## src/verilog/rs232_pkg.sv

```systemverilog
/*
  rs232 transmit device, shared definitions
  widths, register select, transmitter states and status bit positions
*/

`default_nettype none

package rs232_pkg;

  // ------------------------------
  // widths
  // ------------------------------
  localparam int data_width = 8;   // one character
  localparam int bus_width  = 32;  // processor bus word

  // ------------------------------
  // register select, word address
  // ------------------------------
  typedef enum logic {
    reg_data = 1'b0,  // tx data, reads back zero
    reg_ctrl = 1'b1   // status on read
  } rs232_reg_t;

  // ------------------------------
  // serializer states
  // ------------------------------
  typedef enum logic [1:0] {
    tx_idle  = 2'd0,
    tx_start = 2'd1,
    tx_data  = 2'd2,
    tx_stop  = 2'd3
  } tx_state_t;

  // status word bit positions
  localparam int stat_busy_bit = 0;  // buffer non-empty or frame on the line
  localparam int stat_rdy_bit  = 1;  // room for another byte

endpackage

`default_nettype wire

```

## src/verilog/rs232_regs.sv

```systemverilog
/*
  rs232 bus slave: data and status registers
  pushes written bytes into the tx buffer, acks every access one cycle later
*/

`timescale 1ns/1ps
`default_nettype none

module rs232_regs (
  input  logic                             clk,
  input  logic                             rst_n,
  // processor bus
  input  logic                             stb,
  input  logic                             we,
  input  rs232_pkg::rs232_reg_t            addr,
  input  logic [rs232_pkg::bus_width-1:0]  data_in,
  output logic [rs232_pkg::bus_width-1:0]  data_out,
  output logic                             ack,
  // buffer side
  input  logic                             fifo_full,
  input  logic                             fifo_empty,
  input  logic                             tx_active,
  output logic                             push,
  output logic [rs232_pkg::data_width-1:0] push_data
);

  import rs232_pkg::*;

  logic                 wr_data;  // write to the data register
  logic [bus_width-1:0] status;   // assembled status word
  logic [bus_width-1:0] rd_word;  // read mux result

  // ------------------------------
  // write side
  // ------------------------------

  // ctrl writes fall through, nothing to configure
  assign wr_data = stb & we & (addr == reg_data);

  // full buffer -> byte dropped, software polls rdy first
  assign push      = wr_data & ~fifo_full;
  assign push_data = data_in[data_width-1:0];  // low byte only

  // ------------------------------
  // read side
  // ------------------------------

  always_comb begin
    status                = '0;
    status[stat_rdy_bit]  = ~fifo_full;                // room left
    status[stat_busy_bit] = ~fifo_empty | tx_active;   // queued or sending
  end

  always_comb begin
    case (addr)
      reg_ctrl: rd_word = status;
      default:  rd_word = '0;   // no receive path
    endcase
  end

  // one-cycle ack, read data only while ack is up
  always_ff @(posedge clk or negedge rst_n) begin
    if (!rst_n) begin
      ack      <= 1'b0;
      data_out <= '0;
    end else begin
      ack      <= stb;
      data_out <= (stb & ~we) ? rd_word : '0;  // flags as seen at the stb edge
    end
  end

endmodule

`default_nettype wire

```

## src/verilog/tx_fifo.sv

```systemverilog
/*
  tx byte buffer, show-ahead circular FIFO of buf_slots entries
  any depth of 2 or more, head entry always visible on pop_data
*/

`timescale 1ns/1ps
`default_nettype none

module tx_fifo #(
  parameter int buf_slots = 255
) (
  input  logic                             clk,
  input  logic                             rst_n,
  input  logic                             push,
  input  logic [rs232_pkg::data_width-1:0] push_data,
  input  logic                             pop,
  output logic [rs232_pkg::data_width-1:0] pop_data,
  output logic                             fifo_empty,
  output logic                             fifo_full
);

  import rs232_pkg::*;

  localparam int ptr_w = $clog2(buf_slots);
  localparam int cnt_w = $clog2(buf_slots + 1);

  logic [data_width-1:0] mem [buf_slots];  // storage
  logic [ptr_w-1:0]      rd_ptr;           // oldest entry
  logic [ptr_w-1:0]      wr_ptr;           // next free slot
  logic [cnt_w-1:0]      count;            // occupancy
  logic                  do_push;
  logic                  do_pop;

  assign do_push = push & ~fifo_full;   // guard, regs never push when full
  assign do_pop  = pop & ~fifo_empty;

  // ------------------------------
  // pointers and count
  // ------------------------------
  always_ff @(posedge clk or negedge rst_n) begin
    if (!rst_n) begin
      rd_ptr <= '0;
      wr_ptr <= '0;
      count  <= '0;
    end else begin
      if (do_push)  // wrap by compare, depth need not be a power of two
        wr_ptr <= (wr_ptr == ptr_w'(buf_slots - 1)) ? '0 : wr_ptr + 1'b1;
      if (do_pop)
        rd_ptr <= (rd_ptr == ptr_w'(buf_slots - 1)) ? '0 : rd_ptr + 1'b1;
      if (do_push && !do_pop)
        count <= count + 1'b1;
      else if (do_pop && !do_push)
        count <= count - 1'b1;
      // push and pop together, count holds
    end
  end

  // storage write
  always_ff @(posedge clk) begin
    if (do_push)
      mem[wr_ptr] <= push_data;
  end

  assign pop_data   = mem[rd_ptr];               // show-ahead head
  assign fifo_empty = (count == '0);
  assign fifo_full  = (count == cnt_w'(buf_slots));

endmodule

`default_nettype wire

```

## src/verilog/uart_tx.sv

```systemverilog
/*
  rs232 transmitter, baud divider and 8N1 frame serializer
  pulls the next byte from the buffer whenever a frame is done
*/

`timescale 1ns/1ps
`default_nettype none

module uart_tx #(
  parameter int clock_freq = 50_000_000,
  parameter int baud_rate  = 115_200
) (
  input  logic                             clk,
  input  logic                             rst_n,
  input  logic                             fifo_empty,
  input  logic [rs232_pkg::data_width-1:0] pop_data,
  output logic                             pop,
  output logic                             txd,
  output logic                             tx_active
);

  import rs232_pkg::*;

  localparam int bit_cycles = clock_freq / baud_rate;
  localparam int cnt_w      = (bit_cycles > 1) ? $clog2(bit_cycles) : 1;
  localparam logic [cnt_w-1:0] cnt_top = cnt_w'(bit_cycles - 1);

  tx_state_t             state;
  logic [cnt_w-1:0]      baud_cnt;  // cycles left in current bit
  logic [2:0]            bit_idx;   // data bit being sent
  logic [data_width-1:0] shift;     // remaining data bits, lsb out
  logic                  bit_end;   // last cycle of a bit period

  assign bit_end   = (baud_cnt == '0);
  assign tx_active = (state != tx_idle);

  // ------------------------------
  // control FSM
  // ------------------------------
  always_ff @(posedge clk or negedge rst_n) begin
    if (!rst_n) begin
      state    <= tx_idle;
      baud_cnt <= '0;
      bit_idx  <= '0;
      txd      <= 1'b1;   // line idles high
      pop      <= 1'b0;
    end else begin
      // arm pop when idle, or early at the stop bit end -> one cycle gap
      pop <= ~fifo_empty & ((state == tx_idle & ~pop) | (state == tx_stop & bit_end));
      baud_cnt <= bit_end ? cnt_top : baud_cnt - 1'b1;
      case (state)
        tx_idle: begin
          baud_cnt <= cnt_top;
          if (pop) begin       // byte taken at this edge
            txd   <= 1'b0;     // start bit
            state <= tx_start;
          end
        end
        tx_start: if (bit_end) begin
          txd     <= shift[0];
          bit_idx <= '0;
          state   <= tx_data;
        end
        tx_data: if (bit_end) begin
          if (bit_idx == 3'(data_width - 1)) begin
            txd   <= 1'b1;     // stop bit
            state <= tx_stop;
          end else begin
            txd     <= shift[0];
            bit_idx <= bit_idx + 1'b1;
          end
        end
        tx_stop: if (bit_end) state <= tx_idle;
        default: state <= tx_idle;
      endcase
    end
  end

  // ------------------------------
  // data shifter
  // ------------------------------
  always_ff @(posedge clk) begin
    if (state == tx_idle && pop)
      shift <= pop_data;                    // latch head of buffer
    else if ((state == tx_start || state == tx_data) && bit_end)
      shift <= shift >> 1;                  // next bit into lsb
  end

endmodule

`default_nettype wire

```

## src/verilog/rs232_io.sv

```systemverilog
/*
  buffered rs232 transmit device, one slave on the processor bus
  register block -> tx FIFO -> serializer
*/

`timescale 1ns/1ps
`default_nettype none

module rs232_io #(
  parameter int clock_freq = 50_000_000,
  parameter int baud_rate  = 115_200,
  parameter int buf_slots  = 255
) (
  input  logic                            clk,
  input  logic                            rst_n,
  input  logic                            stb,
  input  logic                            we,
  input  rs232_pkg::rs232_reg_t           addr,     // data/status select
  input  logic [rs232_pkg::bus_width-1:0] data_in,
  output logic [rs232_pkg::bus_width-1:0] data_out,
  output logic                            ack,
  output logic                            txd       // serial out
);

  import rs232_pkg::*;

  logic                  push;       // regs -> fifo
  logic [data_width-1:0] push_data;
  logic                  pop;        // tx -> fifo
  logic [data_width-1:0] pop_data;
  logic                  fifo_empty;
  logic                  fifo_full;
  logic                  tx_active;  // frame in progress

  rs232_regs regs_0 (
    .clk(clk), .rst_n(rst_n),
    .stb(stb), .we(we), .addr(addr),
    .data_in(data_in), .data_out(data_out), .ack(ack),
    .fifo_full(fifo_full), .fifo_empty(fifo_empty), .tx_active(tx_active),
    .push(push), .push_data(push_data)
  );

  tx_fifo #(.buf_slots(buf_slots)) fifo_0 (
    .clk(clk), .rst_n(rst_n),
    .push(push), .push_data(push_data),
    .pop(pop), .pop_data(pop_data),
    .fifo_empty(fifo_empty), .fifo_full(fifo_full)
  );

  uart_tx #(.clock_freq(clock_freq), .baud_rate(baud_rate)) tx_0 (
    .clk(clk), .rst_n(rst_n),
    .fifo_empty(fifo_empty), .pop_data(pop_data),
    .pop(pop), .txd(txd), .tx_active(tx_active)
  );

endmodule

`default_nettype wire

```

## config.mk

```make
export PLATFORM = sky130hd
export DESIGN_NAME = rs232_io
export DESIGN_NICKNAME = d
export VERILOG_FILES = /design/src/verilog/rs232_pkg.sv /design/src/verilog/rs232_regs.sv /design/src/verilog/tx_fifo.sv /design/src/verilog/uart_tx.sv /design/src/verilog/rs232_io.sv
export SDC_FILE = /design/constraint.sdc
export NUM_CORES = 2
export LEC_CHECK = 0
export BUFFER_PORTS_ARGS = -buffer_cell sky130_fd_sc_hd__buf_2
export CAP_MARGIN = 20
export CORE_MARGIN = 2
export CORE_UTILIZATION = 56
export CTS_BUF_LIST = sky130_fd_sc_hd__clkbuf_16
export DETAILED_ROUTE_END_ITERATION = 8
export PLACE_DENSITY = 0.71
export RECOVER_POWER = 50
export REMOVE_ABC_BUFFERS = 1
export SLEW_MARGIN = 10
export SYNTH_ARGS = -nofsm -noshare
export SYNTH_HDL_FRONTEND = slang
export SYNTH_SLANG_ARGS = --single-unit
```

## constraint.sdc

```tcl
create_clock -name clk -period 7.7 [get_ports clk]
set_input_delay 0.385 -clock clk [delete_from_list [all_inputs] [get_ports clk]]
set_output_delay 0.385 -clock clk [all_outputs]
set_load 0.01 [all_outputs]
```

# ---- Word level (Yosys, flattened, before mapping)
# Memory sizes are Yosys's and may differ from the RTL's.
# Index checks and enable logic that the tools add are counted.
dict set report totals {
  reg_bits 81
  ramBits 2040
  input_bits 37
  out_inout_bits 34
  wordCells 92
  n_memories 1
}
dict set report op_classes {
  add_sub_neg 6
  eq_ne 13
  n_mux 27
  bitwise_logic 16
  n_reduce_logical 18
}
# name depth word_bits rd rd_clocked_by_memory_dff write_ports line
set memory_table {}
lappend memory_table {fifo_0.mem 255 8 1 0 1 tx_fifo.sv:27} ;# logic [data_width-1:0] mem [buf_slots];
# operator count
set ops {}
lappend ops {{$mux 8} 6}
lappend ops {{$mux 32} 1}
lappend ops {{$add 8x1->8 const B} 3}
lappend ops {{$eq 8x8->1 const B} 3}
lappend ops {{$mux 9} 2}
lappend ops {{$mux 2} 6}
lappend ops {{$ne 2x1->1 const B} 5}
lappend ops {{$and 1x1->1} 9}
lappend ops {{$logic_not 9->1} 1}
lappend ops {{$mux 3} 3}
lappend ops {{$sub 9x1->9 const B} 1}
lappend ops {{$logic_not 8->1} 1}
lappend ops {{$pmux 2 s4} 1}
lappend ops {{$reduce_and 4->1} 2}
lappend ops {{$reduce_bool 2->1} 4}
lappend ops {{$sub 8x1->8 const B} 1}
lappend ops {{$mux 1} 6}
lappend ops {{$pmux 3 s2} 1}
lappend ops {{$not 1->1} 5}
lappend ops {{$reduce_and 5->1} 1}
lappend ops {{$eq 2x2->1 const B} 2}
lappend ops {{$logic_and 1x1->1} 4}
lappend ops {{$add 3x1->3 const B} 1}
lappend ops {{$eq 3x3->1 const B} 1}
lappend ops {{other kinds (8)} 10}

# ---- Longest topological paths before layout
dict set report depth {
  ltp_word 8
  mapped_depth 15
  depth_no_buf 14
}

# ---- Modules after synthesis
# Synthesis repeated with hierarchy kept, for this count alone.
dict set report unflattened {
  cells_unflattened 4095
  hier_area_um2 82290.2
}
# module instances cells_each area_per_inst_um2 seq_area_each_um2
set by_module_without_submodules {}
lappend by_module_without_submodules {tx_fifo 1 3939 80637.3 61859.3}
lappend by_module_without_submodules {uart_tx 1 108 1238.7 641.9}
lappend by_module_without_submodules {rs232_regs 1 48 414.1 75.1}

# ---- Worst setup path before layout
# No wires, ideal clock.
dict set report synth_path {
  kind {register to register}
  from {register fifo_0.count[0]}
  to {register fifo_0.count[7]}
  setup_ps 79
  arrival_ps 3227
  required_ps 7621
  path_slack_ps 4394
  stages_incl_launch_ff 16
  n_path_buf 2
  synth_period_minus_slack_ps 3306
  path_cell_list {dfrtp_1 > nand4_1 > nor2_1 > nor3_1 > clkbuf_1 > clkbuf_1 > ha_1 > inv_1 > ha_1 > a21o_1 > a21oi_1 > o21bai_1 > a2111oi_0 > o31ai_1 > a21oi_1 > xor2_1}
}
dict set report synth_between {
  elab_chain_len 7
  word_cells_on_any_way 16
  cone_classes {add/sub (2); eq/ne (1); mux (2); bitwise (5); reduce/logical (6)}
}
# element line
set synth_rtl {}
lappend synth_rtl {{start: declaration} tx_fifo.sv:30} ;# logic [cnt_w-1:0] count;
lappend synth_rtl {{start signal: assignment} tx_fifo.sv:51} ;# count <= count + 1'b1;
lappend synth_rtl {{start signal: assignment} tx_fifo.sv:53} ;# count <= count - 1'b1;
lappend synth_rtl {{$eq 8x8->1 (*)} tx_fifo.sv:66} ;# assign fifo_full = (count == cnt_w'(buf_slots));
lappend synth_rtl {{$not 1->1 (*)} {rs232_regs.sv:41, tx_fifo.sv:34}}
lappend synth_rtl {{$and 1x1->1} rs232_regs.sv:41} ;# assign push = wr_data & ~fifo_full;
lappend synth_rtl {{$and 1x1->1 (*)} tx_fifo.sv:34} ;# assign do_push = push & ~fifo_full;
lappend synth_rtl {{net fifo_0.do_push} tx_fifo.sv:31} ;# logic do_push;
lappend synth_rtl {{$logic_not 1->1} tx_fifo.sv:52} ;# else if (do_pop && !do_push)
lappend synth_rtl {{$logic_and 1x1->1} tx_fifo.sv:52}
lappend synth_rtl {{$reduce_bool 2->1 (no source line)} n/a}
# Mark *: on every way through the listed nets, which the timed path passes. The rest lies on a longest branch. The select of a mux whose other input is x is not followed.
# A chain may end at the register's enable or synchronous reset.

# ---- Final worst setup path
dict set report layout_path {
  from {input port data_in[4] (netlist name)}
  to {memory fifo_0.mem[151][4], data pin}
}
# element line
set layout_lines {}
lappend layout_lines {{start: declaration} rs232_io.sv:19} ;# input logic [rs232_pkg::bus_width-1:0] data_in,
lappend layout_lines {{end: declaration} tx_fifo.sv:27}
# Straight into the memory's write port.

==> flow_summary.json <==
{
  "syn_to_final_growth_pct": 10.3,
  "p_per_area_mw_per_mm2": 331,
  "rows": 140,
  "synthFlopType": "edfxtp_1",
  "path_class": "in2reg",
  "async_flop_share_pct": 2.06,
  "wl_per_cell_um": 33.4,
  "switching_share_pct": 29.7,
  "fin_crit_ns": 5.65,
  "skew_ns": 0.0387,
  "tightest_slew_ns": 5.98,
  "switchingPower_mw": 8.89,
  "yosysTopAreaCell": "edfxtp_1",
  "hold-path-endpoint": "fifo_0.wr_ptr[3]",
  "crit_top_cell": "clkbuf_1",
  "first_pass_iters": 6,
  "core_mm2": 0.146,
  "violations": "capacitance limit, slew limit",
  "crit_path_start_kind": "primary input",
  "min_period_over_period_pct": 73.3,
  "vias": 41500,
  "cts_tree": "yes",
  "leakagePower_nw": 28.3,
  "placed_cell_area_mm2": 0.0842,
  "path_depth": 2,
  "synth_common_cells": "2048 x edfxtp_1, 460 x mux4_2, 318 x nor2_1",
  "hold_viol_final": 0,
  "grt_max_degree": 170,
  "ant_nets": 0,
  "port_buffers": 16,
  "crit_fanout": 81,
  "nets": 4192,
  "finalPower_mw": 29.9,
  "cts.htree.levels": 4,
  "antenna_found_initial": 7,
  "drtIter0Drc": 5400,
  "place.gp.congestion": 0.865,
  "ys_seq_area_share_pct": 76.2,
  "clock_sinks": 2091,
  "synth_most_common_cell": "edfxtp_1",
  "cp-startpoint": "data_in[4]",
  "clk_pin_slew_worst_paths_ns": 0.07,
  "grt_first_pass_wirelength_um": 296000,
  "synth.area.top_cells": "edfxtp_1 75%, mux4_2 13%, mux2i_1 2.2%",
  "worst_skew_pair.late_latency_ns": 0.84,
  "setup_ws_ns": 2.05,
  "cpMaxStageDelayCell": "clkbuf_1",
  "arrival_ns": 5.74,
  "cts-buffers-inserted": 200,
  "max_freq_ghz": 0.177,
  "relSlewSlack_pct": -299,
  "wl_um": 207000,
  "post_cts_resized": 0,
  "critPathMaxStageDelay_ns": 2.68,
  "die_h_um": 387,
  "synth_edf_count": 2048,
  "path_buf_inv": 2,
  "synthCells": 4061,
  "synthDominantCellAreaShare_pct": 74.9,
  "regArea_mm2": 0.0626,
  "timing.rr.end": "tx_0.shift[6]",
  "end_kind": "flop",
  "whs_ns": 0.165,
  "place_ws_ns": 2.93,
  "design_area_mm2": 0.0905,
  "rrSetupSlack_ns": 2.71,
  "dp.final_hpwl_um": 123000,
  "synth.distinct_cells": 74,
  "cts-root-buf": "clkbuf_16",
  "status": "complete, but fails checks",
  "setup_violations": 0,
  "globalRouteTotalUtil_pct": 27.8,
  "r2r_cells": 7,
  "hold_depth": 5,
  "slew_viol_final": 1287,
  "placed_cells": 5841,
  "synth_area_mm2": 0.0821,
  "combinationalPowerShare_pct": 25.3,
  "max-vdd-ir-drop_v": 0.000274,
  "crit_chain": "clkbuf_1, clkbuf_1",
  "worstPathRequired_ns": 7.79,
  "cts.path.max_buffers": 3,
  "grt_pass1_vias": 41100,
  "synth_area_per_cell_um2": 20.2,
  "setup-tns-final_ns": 0,
  "final_cell_count_no_fill": 6217,
  "ioPinCount": 71,
  "layout-drive-gt1-share_pct": 19.8,
  "rsz0062_at_grt": "no",
  "clkPwrFrac_pct": 31.6,
  "min-delay-start": "addr",
  "utilization_pct": 62.2,
  "ys_seq_elements": 2091,
  "critical_path.top_delay_family": "buffers and inverters",
  "seqPwrFrac_pct": 43.1,
  "maxCapViolCount": 14,
  "drc": 0,
  "fp.dieW_um": 387,
  "initial_core_util_pct": 56.4,
  "hold_class": "in2reg",
  "viasPerCell": 6.68,
  "design.die.area_mm2": 0.150,
  "internal_power_mw": 21.0,
  "reg2reg_from": "fifo_0.rd_ptr[1]",
  "n_fill_cell": 9839,
  "ys_warn_count": 0,
  "overflow": 0,
  "multiInputGateArea_mm2": 0.0182
}
## power groups by stage
stage	Combinational, mW	Clock (mW)	Sequential [mW]
5_1_grt	7.86	9.97	12.9
4_1_cts	7.53	9.53	12.9
2_1_floorplan	5.09	0	13.5
6_report	7.56	9.46	12.9
3_3_place_gp	7.43	0	13.1
3_5_place_dp	7.50	0	13.1
## cell type report
type / instances / share of cell area, %
Sequential cell: 2091 / 69.1
Multi-Input combinational cell: 1713 / 20.2
Clock buffer: 205 / 5.67
Tap cell: 1917 / 2.65
Clock inverter: 156 / 1.26
Timing Repair Buffer: 107 / 1.02
Inverter: 21 / 0.0926
Antenna cell: 7 / 0.0193
## logic make-up after synthesis
logic type | after synthesis | share of synthesized area, %
AOI/OAI and AO/OA | 387 | 3.29
xor gates and xnor gates | 16 | 0.171
adders and majority gates | 21 | 0.329
buffers and inverters | 286 | 1.82
DFF | 2091 | 76.2
muxes | 651 | 15.0
other | 1 | 0.00457
and+or+nand+nor | 608 | 3.11
## worst max path at each step
stage	end	slack, ns
2_1_floorplan	fifo_0.rd_ptr[0]	-16.51
3_3_place_gp	tx_0.shift[1]	2.99
3_5_place_dp	tx_0.shift[1]	2.93
4_1_cts	tx_0.shift[1]	2.95
5_1_grt	fifo_0.mem[151][4]	1.57
6_report	fifo_0.mem[151][4]	2.05
## flip-flops by register name, indices dropped and copies added (netlist names)
name	cells
tx_0.baud_cnt	9
fifo_0.mem	2040
tx_0.pop	1
fifo_0.count	8
tx_0.shift	8
regs_0.data_out	2
regs_0.ack	1
tx_0.txd	1
fifo_0.rd_ptr	8
fifo_0.wr_ptr	8
tx_0.state	2
tx_0.bit_idx	3
## layer usage
layer	global-route usage (%)	part of all wire (%)	vias to the layer above
li1	-	-	16800
met1	38.6	37	21600
met2	42.6	47	2575
met3	6.37	11	488
met4	12.5	4.8	4
met5	0	0.012	-
## cell usage in the layout, fill, tap and decap left out, drive strengths merged, types with 30 or more instances in the layout
cell and instances:
a21oi 59, a221oi 33, a22oi 73, buf 81
clkbuf 227, clkinv 88, conb 30, dfrtp 42
edfxtp 2048, inv 68, mux2i 180, mux4 464
nand2 154, nand3 52, nor2 319, o21ai 70
## repair_timing
item,4_1_cts,5_1_grt
hold buffers,4,0
setup buffers,0,0
hold endpoints to repair,45,0
No activity file was read; power rests on OpenSTA's default activity.
